## config.mk

```make
export PLATFORM = sky130hd
export DESIGN_NAME = xyolo_ctrl_top
export DESIGN_NICKNAME = d
export VERILOG_FILES = /design/src/source/xyolo_ctrl_pkg.sv /design/src/source/xyolo_ctrl_top.sv /design/src/source/acc_sequencer.sv /design/src/source/conf_shadow.sv /design/src/source/stage_addr_calc.sv /design/src/source/conf_regs.sv
export SDC_FILE = /design/constraint.sdc
export NUM_CORES = 1
export LEC_CHECK = 0
export BUFFER_PORTS_ARGS = -buffer_cell sky130_fd_sc_hd__buf_4
export CORE_MARGIN = 2
export CORE_UTILIZATION = 25
export DETAILED_ROUTE_END_ITERATION = 16
export GPL_TIMING_DRIVEN = 0
export PLACE_DENSITY = 0.38
export SLEW_MARGIN = 25
export SYNTH_ARGS = -nofsm -noshare
export SYNTH_HDL_FRONTEND = slang
export SYNTH_SLANG_ARGS = --single-unit
```

## constraint.sdc

```tcl
create_clock -name clk -period 50.1 [get_ports clk]
set_input_delay 15.03 -clock clk [delete_from_list [all_inputs] [get_ports clk]]
set_output_delay 15.03 -clock clk [all_outputs]
set_load 0.01 [all_outputs]
```

## src/source/xyolo_ctrl_pkg.sv

```systemverilog
package xyolo_ctrl_pkg;

   // datapath widths
   parameter int IO_ADDR_W   = 32;
   parameter int OFFSET_W    = IO_ADDR_W / 2;
   parameter int MEM_ADDR_W  = 10;
   parameter int PERIOD_W    = 6;
   parameter int SHIFT_W     = 5;
   parameter int AXI_LEN_W   = 8;
   parameter int CONF_ADDR_W = 4;

   // stage address multiply-add pipeline depth
   parameter int MUL_LAT = 3;

   typedef logic [IO_ADDR_W-1:0]  io_addr_t;
   typedef logic [OFFSET_W-1:0]   offset_t;
   typedef logic [MEM_ADDR_W-1:0] mem_addr_t;
   typedef logic [PERIOD_W-1:0]   period_t;
   typedef logic [SHIFT_W-1:0]    shift_t;
   typedef logic [AXI_LEN_W-1:0]  axi_len_t;

   // cpu register map
   typedef enum logic [CONF_ADDR_W-1:0] {
      CONF_EXT_ADDR = 0,
      CONF_OFFSET   = 1,
      CONF_LEN      = 2,
      CONF_ITER     = 3,
      CONF_PER      = 4,
      CONF_SHIFT    = 5,
      CONF_FLAGS    = 6
   } conf_addr_e;

   // layer option bits, bias in bit 0
   typedef struct packed {
      logic [IO_ADDR_W-5:0] reserved;
      logic                 bypass;
      logic                 maxpool;
      logic                 leaky;
      logic                 bias;
   } layer_flags_t;

   // write word, number or flag bits depending on target register
   typedef union packed {
      io_addr_t     value;
      layer_flags_t flags;
   } conf_word_t;

endpackage
```

## src/source/xyolo_ctrl_top.sv

```systemverilog
module xyolo_ctrl_top #(
   parameter int N_STAGES = 4,
   parameter int READ_LAT = 2
) (
   input  logic                                    clk,
   input  logic                                    rst,
   input  logic                                    valid,
   input  logic                                    wstrb,
   input  xyolo_ctrl_pkg::conf_addr_e              addr,
   input  xyolo_ctrl_pkg::conf_word_t              wdata,
   input  logic                                    run,
   output xyolo_ctrl_pkg::io_addr_t [N_STAGES-1:0] stage_ext_addr,
   output logic                                    buffer_sel,
   output xyolo_ctrl_pkg::axi_len_t                dma_len,
   output xyolo_ctrl_pkg::shift_t                  shift,
   output logic                                    bias,
   output logic                                    leaky,
   output logic                                    maxpool,
   output xyolo_ctrl_pkg::mem_addr_t               acc_addr,
   output logic                                    acc_valid,
   output logic                                    ld_acc,
   output logic                                    ld_res,
   output logic                                    ld_mp,
   output logic                                    done
);
   import xyolo_ctrl_pkg::*;

   // live configuration
   io_addr_t     ext_addr;
   offset_t      offset;
   axi_len_t     len;
   mem_addr_t    iter;
   period_t      per;
   shift_t       live_shift;
   layer_flags_t flags;

   io_addr_t [N_STAGES-1:0] stage_addr;

   // captured for the running layer
   mem_addr_t iter_s;
   period_t   per_s;
   logic      bypass;
   logic      run_d;

   conf_regs u_conf_regs (
      .clk      (clk),
      .rst      (rst),
      .valid    (valid),
      .wstrb    (wstrb),
      .addr     (addr),
      .wdata    (wdata),
      .ext_addr (ext_addr),
      .offset   (offset),
      .len      (len),
      .iter     (iter),
      .per      (per),
      .shift    (live_shift),
      .flags    (flags)
   );

   stage_addr_calc #(
      .N_STAGES (N_STAGES)
   ) u_stage_addr_calc (
      .clk        (clk),
      .rst        (rst),
      .ext_addr   (ext_addr),
      .offset     (offset),
      .stage_addr (stage_addr)
   );

   conf_shadow #(
      .N_STAGES (N_STAGES)
   ) u_conf_shadow (
      .clk            (clk),
      .rst            (rst),
      .run            (run),
      .stage_addr     (stage_addr),
      .len            (len),
      .iter           (iter),
      .per            (per),
      .shift          (live_shift),
      .flags          (flags),
      .stage_ext_addr (stage_ext_addr),
      .buffer_sel     (buffer_sel),
      .dma_len        (dma_len),
      .iter_s         (iter_s),
      .per_s          (per_s),
      .shift_s        (shift),
      .bias           (bias),
      .leaky          (leaky),
      .maxpool        (maxpool),
      .bypass         (bypass),
      .run_d          (run_d)
   );

   acc_sequencer #(
      .READ_LAT (READ_LAT)
   ) u_acc_sequencer (
      .clk       (clk),
      .rst       (rst),
      .run_d     (run_d),
      .iter_s    (iter_s),
      .per_s     (per_s),
      .bypass    (bypass),
      .acc_addr  (acc_addr),
      .acc_valid (acc_valid),
      .ld_acc    (ld_acc),
      .ld_res    (ld_res),
      .ld_mp     (ld_mp),
      .done      (done)
   );

endmodule

```

## src/source/acc_sequencer.sv

```systemverilog
module acc_sequencer #(
   parameter int READ_LAT = 2
) (
   input  logic                      clk,
   input  logic                      rst,
   input  logic                      run_d,
   input  xyolo_ctrl_pkg::mem_addr_t iter_s,
   input  xyolo_ctrl_pkg::period_t   per_s,
   input  logic                      bypass,
   output xyolo_ctrl_pkg::mem_addr_t acc_addr,
   output logic                      acc_valid,
   output logic                      ld_acc,
   output logic                      ld_res,
   output logic                      ld_mp,
   output logic                      done
);
   import xyolo_ctrl_pkg::*;

   localparam int LAT_W = (READ_LAT > 0) ? $clog2(READ_LAT + 1) : 1;

   logic             waiting;
   logic [LAT_W-1:0] lat_cnt;
   mem_addr_t        iter_cnt;
   mem_addr_t        per_last;
   logic             empty;
   logic             period_end;
   logic             last_end;
   logic             done_set;
   logic [1:0]       res_dly;
   logic [1:0]       last_dly;
   logic [1:0]       mp_cnt;

   assign empty      = (iter_s == '0) || (per_s == '0);
   assign per_last   = mem_addr_t'(per_s) - mem_addr_t'(1);
   assign period_end = acc_valid && (acc_addr == per_last);
   assign last_end   = period_end && (iter_cnt == iter_s - mem_addr_t'(1));

   // read latency wait, then period and iteration counters
   always_ff @(posedge clk or posedge rst) begin
      if (rst) begin
         waiting   <= 1'b0;
         lat_cnt   <= '0;
         acc_valid <= 1'b0;
         acc_addr  <= '0;
         iter_cnt  <= '0;
      end else if (run_d) begin
         waiting   <= 1'b1;
         lat_cnt   <= LAT_W'(READ_LAT);
         acc_valid <= 1'b0;
      end else if (waiting) begin
         if (empty) begin
            waiting <= 1'b0;
         end else if (lat_cnt == '0) begin
            waiting   <= 1'b0;
            acc_valid <= 1'b1;
            acc_addr  <= '0;
            iter_cnt  <= '0;
         end else begin
            lat_cnt <= lat_cnt - 1'b1;
         end
      end else if (acc_valid) begin
         if (period_end) begin
            acc_addr  <= '0;
            iter_cnt  <= iter_cnt + mem_addr_t'(1);
            acc_valid <= !last_end;
         end else begin
            acc_addr <= acc_addr + mem_addr_t'(1);
         end
      end
   end

   // result strobe trails the period end by two cycles
   always_ff @(posedge clk or posedge rst) begin
      if (rst) begin
         res_dly  <= '0;
         last_dly <= '0;
         mp_cnt   <= '0;
      end else begin
         res_dly  <= {res_dly[0], period_end};
         last_dly <= {last_dly[0], last_end};
         if (run_d) begin
            mp_cnt <= bypass ? 2'd0 : 2'd3;
         end else if (ld_res) begin
            mp_cnt <= mp_cnt + 2'd1;
         end
      end
   end

   assign done_set = bypass ? last_end : last_dly[1];

   always_ff @(posedge clk or posedge rst) begin
      if (rst) begin
         done <= 1'b1;
      end else if (run_d) begin
         done <= 1'b0;
      end else if ((waiting && empty) || done_set) begin
         done <= 1'b1;
      end
   end

   assign ld_acc = acc_valid && (acc_addr == '0);
   assign ld_res = bypass ? acc_valid : res_dly[1];
   assign ld_mp  = (mp_cnt != 2'd0);

endmodule

```

## src/source/conf_shadow.sv

```systemverilog
module conf_shadow #(
   parameter int N_STAGES = 4
) (
   input  logic                                    clk,
   input  logic                                    rst,
   input  logic                                    run,
   input  xyolo_ctrl_pkg::io_addr_t [N_STAGES-1:0] stage_addr,
   input  xyolo_ctrl_pkg::axi_len_t                len,
   input  xyolo_ctrl_pkg::mem_addr_t               iter,
   input  xyolo_ctrl_pkg::period_t                 per,
   input  xyolo_ctrl_pkg::shift_t                  shift,
   input  xyolo_ctrl_pkg::layer_flags_t            flags,
   output xyolo_ctrl_pkg::io_addr_t [N_STAGES-1:0] stage_ext_addr,
   output logic                                    buffer_sel,
   output xyolo_ctrl_pkg::axi_len_t                dma_len,
   output xyolo_ctrl_pkg::mem_addr_t               iter_s,
   output xyolo_ctrl_pkg::period_t                 per_s,
   output xyolo_ctrl_pkg::shift_t                  shift_s,
   output logic                                    bias,
   output logic                                    leaky,
   output logic                                    maxpool,
   output logic                                    bypass,
   output logic                                    run_d
);

   always_ff @(posedge clk or posedge rst) begin
      if (rst) begin
         run_d          <= 1'b0;
         stage_ext_addr <= '0;
         buffer_sel     <= 1'b0;
         dma_len        <= '0;
         iter_s         <= '0;
         per_s          <= '0;
         shift_s        <= '0;
         bias           <= 1'b0;
         leaky          <= 1'b0;
         maxpool        <= 1'b0;
         bypass         <= 1'b0;
      end else begin
         run_d <= run;
         // live regs stay free for the next layer once captured
         if (run) begin
            stage_ext_addr <= stage_addr;
            dma_len        <= len;
            iter_s         <= iter;
            per_s          <= per;
            shift_s        <= shift;
            bias           <= flags.bias;
            leaky          <= flags.leaky;
            maxpool        <= flags.maxpool;
            bypass         <= flags.bypass;
            // ping-pong only when the layer moves external data
            buffer_sel     <= buffer_sel ^ (len != '0);
         end
      end
   end

endmodule

```

## src/source/stage_addr_calc.sv

```systemverilog
module stage_addr_calc #(
   parameter int N_STAGES = 4
) (
   input  logic                                    clk,
   input  logic                                    rst,
   input  xyolo_ctrl_pkg::io_addr_t                ext_addr,
   input  xyolo_ctrl_pkg::offset_t                 offset,
   output xyolo_ctrl_pkg::io_addr_t [N_STAGES-1:0] stage_addr
);
   import xyolo_ctrl_pkg::*;

   // input regs and product take two of the MUL_LAT cycles
   localparam int SUM_DEPTH = MUL_LAT - 2;

   io_addr_t base_q;
   io_addr_t base_d;
   offset_t  off_q;

   always_ff @(posedge clk or posedge rst) begin
      if (rst) begin
         base_q <= '0;
         base_d <= '0;
         off_q  <= '0;
      end else begin
         base_q <= ext_addr;
         off_q  <= offset;
         base_d <= base_q;
      end
   end

   // stage 0 sits at the base
   assign stage_addr[0] = ext_addr;

   for (genvar i = 1; i < N_STAGES; i++) begin : g_stage
      io_addr_t prod;
      io_addr_t sum_pipe [SUM_DEPTH];

      always_ff @(posedge clk or posedge rst) begin
         if (rst) begin
            prod <= '0;
            for (int j = 0; j < SUM_DEPTH; j++) begin
               sum_pipe[j] <= '0;
            end
         end else begin
            prod        <= io_addr_t'(off_q) * io_addr_t'(i);
            sum_pipe[0] <= prod + base_d;
            for (int j = 1; j < SUM_DEPTH; j++) begin
               sum_pipe[j] <= sum_pipe[j-1];
            end
         end
      end

      assign stage_addr[i] = sum_pipe[SUM_DEPTH-1];
   end

endmodule

```

## src/source/conf_regs.sv

```systemverilog
module conf_regs (
   input  logic                       clk,
   input  logic                       rst,
   input  logic                       valid,
   input  logic                       wstrb,
   input  xyolo_ctrl_pkg::conf_addr_e addr,
   input  xyolo_ctrl_pkg::conf_word_t wdata,
   output xyolo_ctrl_pkg::io_addr_t     ext_addr,
   output xyolo_ctrl_pkg::offset_t      offset,
   output xyolo_ctrl_pkg::axi_len_t     len,
   output xyolo_ctrl_pkg::mem_addr_t    iter,
   output xyolo_ctrl_pkg::period_t      per,
   output xyolo_ctrl_pkg::shift_t       shift,
   output xyolo_ctrl_pkg::layer_flags_t flags
);
   import xyolo_ctrl_pkg::*;

   logic wr;
   logic ext_addr_en;
   logic offset_en;
   logic len_en;
   logic iter_en;
   logic per_en;
   logic shift_en;
   logic flags_en;

   assign wr = valid && wstrb;

   // one enable per register
   always_comb begin
      ext_addr_en = 1'b0;
      offset_en   = 1'b0;
      len_en      = 1'b0;
      iter_en     = 1'b0;
      per_en      = 1'b0;
      shift_en    = 1'b0;
      flags_en    = 1'b0;
      if (wr) begin
         case (addr)
            CONF_EXT_ADDR: ext_addr_en = 1'b1;
            CONF_OFFSET:   offset_en   = 1'b1;
            CONF_LEN:      len_en      = 1'b1;
            CONF_ITER:     iter_en     = 1'b1;
            CONF_PER:      per_en      = 1'b1;
            CONF_SHIFT:    shift_en    = 1'b1;
            CONF_FLAGS:    flags_en    = 1'b1;
            default: ;
         endcase
      end
   end

   always_ff @(posedge clk or posedge rst) begin
      if (rst) begin
         ext_addr <= '0;
         offset   <= '0;
         len      <= '0;
         iter     <= '0;
         per      <= '0;
         shift    <= '0;
         flags    <= '0;
      end else begin
         if (ext_addr_en) begin
            ext_addr <= wdata.value;
         end
         if (offset_en) begin
            offset <= wdata.value[OFFSET_W-1:0];
         end
         if (len_en) begin
            len <= wdata.value[AXI_LEN_W-1:0];
         end
         if (iter_en) begin
            iter <= wdata.value[MEM_ADDR_W-1:0];
         end
         if (per_en) begin
            per <= wdata.value[PERIOD_W-1:0];
         end
         if (shift_en) begin
            shift <= wdata.value[SHIFT_W-1:0];
         end
         // same word, read as option bits
         if (flags_en) begin
            flags <= wdata.flags;
         end
      end
   end

endmodule

```

Yosys cells after proc, flatten, opt, wreduce, memory -nomap -nowiden
Cells that the tools add are included.
- bits of input ports: 41
- word-level logic and storage cells: 134
- bits in registers: 485
- output and inout port bits: 160
- $mul: 1
- muxes and demuxes: 43
- equality and inequality tests: 14
- reduce and logical (&&, ||, !) cells: 24
- $add $sub $neg: 9
- bitwise operators: 2
- operators with widths (kind ; number):
    two-way mux 10 bit ; 8
    adder 16 x 32 -> 32 bit ; 1
    adder 17 x 32 -> 32 bit ; 1
    adder 18 x 32 -> 32 bit ; 1
    two-way mux 1 bit ; 28
    adder 10 x 1 -> 10 bit, second input constant ; 2
    equality test 10 bit ; 2
    logical NOT 10 bit ; 2
    multiplier 16 x 2 -> 18 bit, second input constant ; 1
    two-way mux 2 bit ; 7
    equality test 4 x 3 -> 1 bit, second input constant ; 3
    nonzero test 2 bit ; 6
    subtractor 10 x 1 -> 10 bit, second input constant ; 1
    equality test 4 x 2 -> 1 bit, second input constant ; 2
    != test 2 bit, second input constant ; 4
    nonzero test 8 bit ; 1
    subtractor 6 x 1 -> 7 bit, second input constant ; 1
    logical NOT 6 bit ; 1
    != test 3 bit, second input constant ; 2
    logical AND 1 bit ; 5
    AND reduction 5 bit ; 1
    equality test 4 x 1 -> 1 bit, second input constant ; 1
    logical NOT 4 bit ; 1
    AND reduction 4 bit ; 1
    9 further kinds ; 10

Depth between registers and ports, before layout
Gate-level depths: netlist (run 1).
- depth in word-level cells: 9
- depth in mapped cells: 11

Cells and area by module
Synthesis (run 1) repeated with hierarchy kept, for this count alone.
- cells, all modules: 1605
- area, all modules: 21733.3 µm²
- by module, submodules not included (module ; cells an instance ; instances ; area each (µm²)):
    stage_addr_calc ; 764 ; 1 ; 9141.3
    conf_shadow ; 347 ; 1 ; 6045.8
    conf_regs ; 239 ; 1 ; 4295.4
    acc_sequencer ; 255 ; 1 ; 2250.9

Worst setup path after synthesis (run 1)
OpenSTA, ideal clock, no wires.
- path type: input port to flip-flop
- start: input port valid
- end: register u_conf_regs.offset[0]
- arrival: 16.171 ns
- path slack: 33.805 ns
- library setup time: 0.125 ns
- buffers on the path: 1
- stages on the path: 5
- cells stage by stage: nand2_1 nor3_1 nand3b_1 clkbuf_1 mux2_2
- word-level cells in the longest chain between the ends: 2
- ends and longest elaborated chain (element ; line ; text):
    from (decl) ; xyolo_ctrl_top.sv:7 ; input logic valid,
    logical AND 1 bit ; conf_regs.sv:27 ; assign wr = valid && wstrb;
    two-way mux 1 bit ; conf_regs.sv:38 ; if (wr) begin
    to (signal assigned) ; conf_regs.sv:66 ; offset <= wdata.value[OFFSET_W-1:0];
    to (decl) ; conf_regs.sv:9 ; output xyolo_ctrl_pkg::offset_t offset,
No other way between the ends.
A chain may end at the register's enable or synchronous reset.

Final worst setup path (run 1)
- start: register u_acc_sequencer.acc_addr[6]
- end: output port ld_acc
- word-level cells in the longest chain between the ends: 2
- ends and longest elaborated chain (element ; line ; text):
    from (decl) ; acc_sequencer.sv:10 ; output xyolo_ctrl_pkg::mem_addr_t acc_addr,
    from (signal assigned) ; acc_sequencer.sv:67 ; acc_addr <= acc_addr + mem_addr_t'(1);
    logical NOT 10 bit ; acc_sequencer.sv:101 ; assign ld_acc = acc_valid && (acc_addr == '0);
    logical AND 1 bit ; acc_sequencer.sv:101 ;
    to (decl) ; xyolo_ctrl_top.sv:21 ; output logic ld_acc,
No other way between the ends.

==> results of run 1 <==
-- critical path, stage by stage, from the launching register on --
cell and delay [ns]:
dfrtp_1 0.46, or4_4 0.60, nor2_1 0.15, buf_4 0.14
-- worst paths after layout --
check / startpoint / to / slack [ns] / cells past startpoint
max reg2reg: u_stage_addr_calc.base_d[6]$_DFF_PP0_ / u_stage_addr_calc.g_stage[3].sum_pipe[29]$_DFF_PP0_ / 46.57 / 8
max in group asynchronous: rst / u_conf_regs.len[1]$_DFFE_PP0P_ / 34.32 / 4
min reg2reg: u_stage_addr_calc.base_q[23]$_DFF_PP0_ / u_stage_addr_calc.base_d[23]$_DFF_PP0_ / 0.35 / 0
min: u_stage_addr_calc.base_q[23]$_DFF_PP0_ / u_stage_addr_calc.base_d[23]$_DFF_PP0_ / 0.35 / 0
max: u_acc_sequencer.acc_addr[6]$_DFFE_PP0P_ / ld_acc / 33.13 / 3
min in group asynchronous: rst / u_conf_regs.ext_addr[23]$_DFFE_PP0P_ / 14.48 / 2
-- registers in the layout (all words and copies together), names as in the netlist, 10 cells and up --
register / flops
u_conf_regs.ext_addr: 32
u_conf_shadow.stage_ext_addr: 127
u_conf_shadow.iter_s: 10
u_stage_addr_calc.base_q: 32
u_conf_regs.offset: 16
u_stage_addr_calc.g_stage.prod: 33
u_acc_sequencer.iter_cnt: 10
u_conf_regs.iter: 10
u_stage_addr_calc.base_d: 32
u_acc_sequencer.acc_addr: 10
u_stage_addr_calc.g_stage.sum_pipe: 95
u_stage_addr_calc.off_q: 16
-- metrics by stage --
step	util	power [mW]	worst slack (ns)	area, um^2
final	0.315	1.36	33.13	25400
after global routing	0.315	1.45	33.05	25400
after CTS	0.315	1.39	33.07	25400
after detailed placement	0.290	0.928	32.69	23300
after global placement	0.288	0.922	15.80	23200
after floorplan	-	0.769	21.62	20300
-- cell families (layout without fill, tap and decap cells) --
logic type,count (synthesis),in the layout,share of synthesized area
other cells,0,1,0
compound gates,260,260,0.0848
buf+inv,96,403,0.0180
fa+ha+maj,77,77,0.0488
simple gates,318,318,0.0774
mux,241,241,0.134
flops,482,482,0.593
xor+xnor,103,103,0.0443
-- per-layer routing --
layer  vias to the layer above  track usage  part of all wire
met1                      6520        0.170              0.44
met2                       228        0.219              0.48
met5                         -            0           0.00075
met3                        75       0.0294             0.052
li1                       6142            -                 -
met4                         6       0.0352             0.020
-- cell usage after synthesis (15+ instances only) --
master and n:
o21ai_0 54, mux2_2 238, nor3_1 27, clkbuf_1 41, dfrtp_1 481, xor2_1 45
xnor2_1 58, nand4_1 15, nand3_1 30, ha_1 73, a21o_1 16, inv_1 45
o21a_1 25, a31oi_1 15, nor2_1 101, a21oi_1 65, nand2_1 61
-- power breakdown --
part | switching (mW) | internal [mW]
Clock | 0.168 | 0.280
Combinational | 0.183 | 0.170
Sequential | 0.0623 | 0.495
Total | 0.413 | 0.945
-- cell type report --
type                       instances  area share
clock inverter                    22      0.0155
buffer                            51     0.00788
sequential                       482       0.475
clock buffer                      80      0.0661
inverter                          45     0.00694
tap                             1060      0.0522
timing repair buffer             205      0.0645
antenna                            1   0.0000985
multi-input combinational        999       0.312
==> impl_results.md, run 1 <==
* # resized after CTS at 0
* Vias at between 10,000 and 15,000
* Row count at 104
* Slew headroom at 0.326
* LEAKAGE at ~12 nW
* Yosys warns at 0
* Clock latency on the worst-skew pair at ~0.62 ns
* RSZ-0062 raised after global routing: no
* Status: finished clean
* Worst-margin pin slew at just over 1 ns
* Post-DR wirelength/cell at between 15 and 20 um
* Die W at just under 300 um
* Top_reg_cell synth: dfrtp_1
* Effective utilization at floorplan at 0.253
* Endpoint class of the critical path: output pin
* Antenna violations before repair at 6
* Clock Pin Slew Worst Setup and Hold Paths at about 0.06 ns
* Syn_area_per_cell at approximately 13 um^2
* Residual DRC at 0
* Routability congestion estimate at approximately 0.79
* Clk sinks at 482
* Tmin final at 16.97 ns
* PortBufs at 200
* TritonCTS clock tree: built
* Worst EP arrival at between 1.5 and 2 ns
* Cells after Synth at between 1,500 and 2,000
* IO Count at roughly 200
* Worst min path class: reg -> reg
* Sequential area share after synthesis at 0.593
* Fmax at 58.9 MHz
* H-tree Lvls at 2
* Final Skew at between 0.03 and 0.04 ns
* Max-slew violations at 0
* Post-synth EDFFs at 0
* Final Hold Slack at about 0.35 ns
* Syn-to-layout area delta at 24.9%
* Yosys top cell by area: dfrtp_1
* Max-Cap Viols at 0
* Area of the multi-input gates at between 7000 and 8000 um^2
* Root Buffer: clkbuf_16
* Commonest non-fill, non-tap cells in the layout: dfrtp_1, mux2_2, buf_4
* Full die area at 83,700 um^2
* Dpl cells at between 2,000 and 3,000
* First-pass GRT wire length at about 84 mm
* Synth async-reset ratio at 1.00
* Vias per cell at 4.40
* Drt first pass iters at 5
* Setup repair bufs after CTS at 0
* Fillcell total at between 7,000 and 8,000
* Count of cell types in the netlist at 70
* Core area at just over 80,000 um^2
* GRT Util Overall at 0.131
* Power per cell area at approximately 53 nW/um^2
* Max clock buf depth at 3
* Cts-stage hold buffer count at 0
* Vias in the first global route at 13,700
* Max VDD drop at 0.0000261 V
* Final hold violation count at 0
* Required time worst endpoint at around 35 ns
* Synth Net Count at about 1,700
* Largest net degree at the start of global routing at roughly 90
* GR Overflow Total at 0
* Most common cell after layout, fill and taps aside: dfrtp_1
* Drt total wl at approximately 54 mm
* Post-DRT Antenna Nets at 0
* Startpoint types: flop
* Final std cells w/o fill at 2,945
* Synth top area cells: dfrtp_1, mux2_2, ha_1
* Chip Height at between 200 and 300 um
* Mapped Area at just over 20,000 um^2
* TritonCTS buffer count at between 50 and 60
* Nets at just under 2,000
* Top-area cell type share of the netlist area at 0.592
* Layout cells sized above 1 at 0.303
* Final setup fails at 0
* Setup CP Type: reg -> out
* Register bit total from synthesis at around 480
* Register area at 12,100 um^2
* Detailed-placement wirelength estimate at roughly 41 mm
* Crit-path max FO at 7
* Period utilization at 0.339
* Fin Setup TNS at 0 ns
* Starting DRT DRC Count at about 700
No activity file was read; power rests on OpenSTA's default activity.
==> run 2, diff against run 1 <==
Settings changed: PLACE_DENSITY 0.38 to 0.4.
Clock period 50.1 ns to 15 ns, I/O delays scaled along.
==> run 2 against run 1 <==
  * Combinational power rose to 3.4 times the previous value
  * Non-clock buffer count up 13
  * Global-route usage about the same
  * First-iteration DRC count down 32%
  * Register-to-register slack worse by 35 ns
  * Core utilization about the same
  * Routed wire length up 0.19%
  * Critical path depth unchanged
  * Critical endpoint unchanged
  * Highest routed layer unchanged
==> impl_results.md, run 2 (synthesis gave the netlist of run 1 again) <==
* Required time worst endpoint at 10.50 ns (-24.57 ns)
* Vias per cell at 4.41 (+0.13%)
* Max VDD drop at 0.0000831 V (+220%)
* Crit-path max FO at 7 (unchanged)
* Vias at 13,000 (+0.51%)
* Starting DRT DRC Count at 485 (-32%)
* Fillcell total at 8,023 (+0.30%)
* Drt first pass iters at 5 (unchanged)
* Most common cell after layout, fill and taps aside: dfrtp_1
* Antenna violations before repair at 5 (-1)
* Fmax at 155 MHz
* FF-to-FF Start: u_stage_addr_calc.base_d[0]$_DFF_PP0_
* Crit path from: u_acc_sequencer.acc_addr[6]$_DFFE_PP0P_
* Hold Path Depth at 0 (unchanged)
* Nets at 1,970 (+0.66%)
* Startpoint types: flop
* Top Registers: u_conf_shadow.stage_ext_addr (127), u_stage_addr_calc.g_stage.sum_pipe (95), u_stage_addr_calc.g_stage.prod (33)
* IO Count at 201 (unchanged)
* # resized after CTS at 0 (unchanged)
* Final setup fails at 0 (unchanged)
* Syn-to-layout area delta at 24.9% (about the same)
* H-tree Lvls at 2 (unchanged)
* Drt total wl at 54.6 mm (+0.19%)
* LEAKAGE at 11.9 nW (about the same)
* Worst min path class: reg -> reg
* Full die area at 83,700 um^2 (unchanged)
* Reg2reg end: u_stage_addr_calc.g_stage[1].sum_pipe[20]$_DFF_PP0_
* CP max-delay cell: or4_4
* Max-Cap Viols at 0 (unchanged)
* Core area at 80,500 um^2 (unchanged)
* Max FFs per register at 127 (unchanged)
* Layout cells sized above 1 at 0.304 (+0.00194)
* TritonCTS clock tree: built
* GR Overflow Total at 0 (unchanged)
* Clock latency on the worst-skew pair at 0.62 ns (about the same)
* Root Buffer: clkbuf_16
* Clk sinks at 482 (unchanged)
* Place WS at 8.34 ns (-24.35 ns)
* Largest net degree at the start of global routing at 33 (-64%)
* Commonest non-fill, non-tap cells in the layout: dfrtp_1, mux2_2, buf_4
* Fin Setup TNS at 0 ns (unchanged)
* Detailed-placement wirelength estimate at 41.4 mm (+1.8%)
* Setup WS post-layout at 8.57 ns (-24.56 ns)
* Clock Pin Slew Worst Setup and Hold Paths at 0.06 ns (about the same)
* Vias in the first global route at 14,000 (+2.0%)
* Post-DRT Antenna Nets at 0 (unchanged)
* Effective utilization at floorplan at 0.253 (unchanged)
* Worst EP arrival at 1.93 ns (about the same)
* Routability congestion estimate at 0.796 (+0.65%)
* PortBufs at 200 (unchanged)
* R2R cell count at 10 (+2)
* Residual DRC at 0 (unchanged)
* Worst-margin pin slew at 1.03 ns (+0.0177 ns)
* Post-DR wirelength/cell at 18.5 um (-0.18%)
* Final Hold Slack at 0.346 ns (+0.000971 ns)
* Die W at 289 um (unchanged)
* Row count at 104 (unchanged)
* Cells along the critical path: or4_4 -> nor2_1 -> buf_4
* GRT Util Overall at 0.131 (+0.000379)
* Hold_sp: u_stage_addr_calc.base_q[9]$_DFF_PP0_
* Max-slew violations at 0 (unchanged)
* FF-to-FF setup slack at 11.49 ns (-35.08 ns)
* CP max stage delay at 0.59 ns (about the same)
* Worst Hold End: u_stage_addr_calc.base_d[9]$_DFF_PP0_
* First-pass GRT wire length at 84.3 mm (+0.48%)
* Max clock buf depth at 3 (unchanged)
* Setup CP Type: reg -> out
* Final Skew at 0.0365 ns (+0.00186 ns)
* Slew headroom at 0.315 (-0.0119)
* Final hold violation count at 0 (unchanged)
* Cts-stage hold buffer count at 0 (unchanged)
* Tmin final at about 6.4 ns
* Period utilization at 0.429
* TritonCTS buffer count at 55 (unchanged)
* Setup repair bufs after CTS at 0 (unchanged)
* Status: finished clean
* Endpoint class of the critical path: output pin
* Chip Height at 289 um (unchanged)
* Largest register by flop count: u_conf_shadow.stage_ext_addr
* Power per cell area at 174 nW/um^2 (+230%)
* RSZ-0062 raised after global routing: no
run 2: cell count changes in the layout (fill, tap and decap cells not counted), moves of 2 or more:
cell,previous run,this run
clkinv_2,4,14
inv_8,2,0
clkbuf_1,43,47
clkbuf_8,21,8
bufinv_16,9,5
buf_12,0,16
clkinvlp_4,4,6
buf_16,5,2
run 2: power breakdown:
group	total (mW)	switching, mW	internal, mW
logic	1.19	0.613	0.576
clock network	1.37	0.565	0.801
registers	1.86	0.210	1.65
total	4.42	1.39	3.03
run 2: how the worst max path moves through the flow:
stage                                                    to  slack, ns  cells past startpoint
2_1_floorplan       u_acc_sequencer.acc_addr[0]$_DFFE_PP0P_       3.97                      1
3_3_place_gp   u_conf_shadow.stage_ext_addr[85]$_DFFE_PP0P_       0.98                      2
3_5_place_dp   u_conf_shadow.stage_ext_addr[98]$_DFFE_PP0P_       8.34                      4
4_1_cts                                              ld_acc       8.53                      3
5_1_grt                                              ld_acc       8.43                      3
6_report                                             ld_acc       8.57                      3
run 2: cell type report:
type                       count  area (um^2)  area share
antenna                        1         2.50   0.0000985
buffer                        51          201     0.00793
clock buffer                  72         1520      0.0598
clock inverter                28          319      0.0126
inverter                      45          173     0.00680
multi-input combinational    999         7930       0.312
sequential                   482        12100       0.475
tap                         1060         1330      0.0522
timing repair buffer         218         1880      0.0739
run 2: metal layers:
metal | up-vias | GRT usage | share of wire | wire (um)
met5 | - | 0 | 0.0012 | 68
met4 | 10 | 0.0483 | 0.034 | 1850
met3 | 107 | 0.0310 | 0.055 | 2980
met2 | 263 | 0.216 | 0.48 | 26200
met1 | 6501 | 0.167 | 0.43 | 23500
li1 | 6156 | - | - | -
run 2: critical path, delay by kind of cell (launching register included):
kind | cells | cell delay, ns
buffers and inverters | 1 | 0.14
flip-flops | 1 | 0.46
AND/OR/NAND/NOR | 2 | 0.73
run 2: stage by stage:
stage | utilization | power [mW] | instances | cell area, um^2
floorplan | - | 2.57 | 1577 | 20400
global placement | 0.288 | 3.08 | 2837 | 23200
detailed placement | 0.293 | 3.11 | 2855 | 23600
CTS | 0.315 | 4.51 | 2955 | 25400
global route | 0.315 | 4.71 | 2955 | 25400
finish | 0.315 | 4.42 | 2956 | 25400
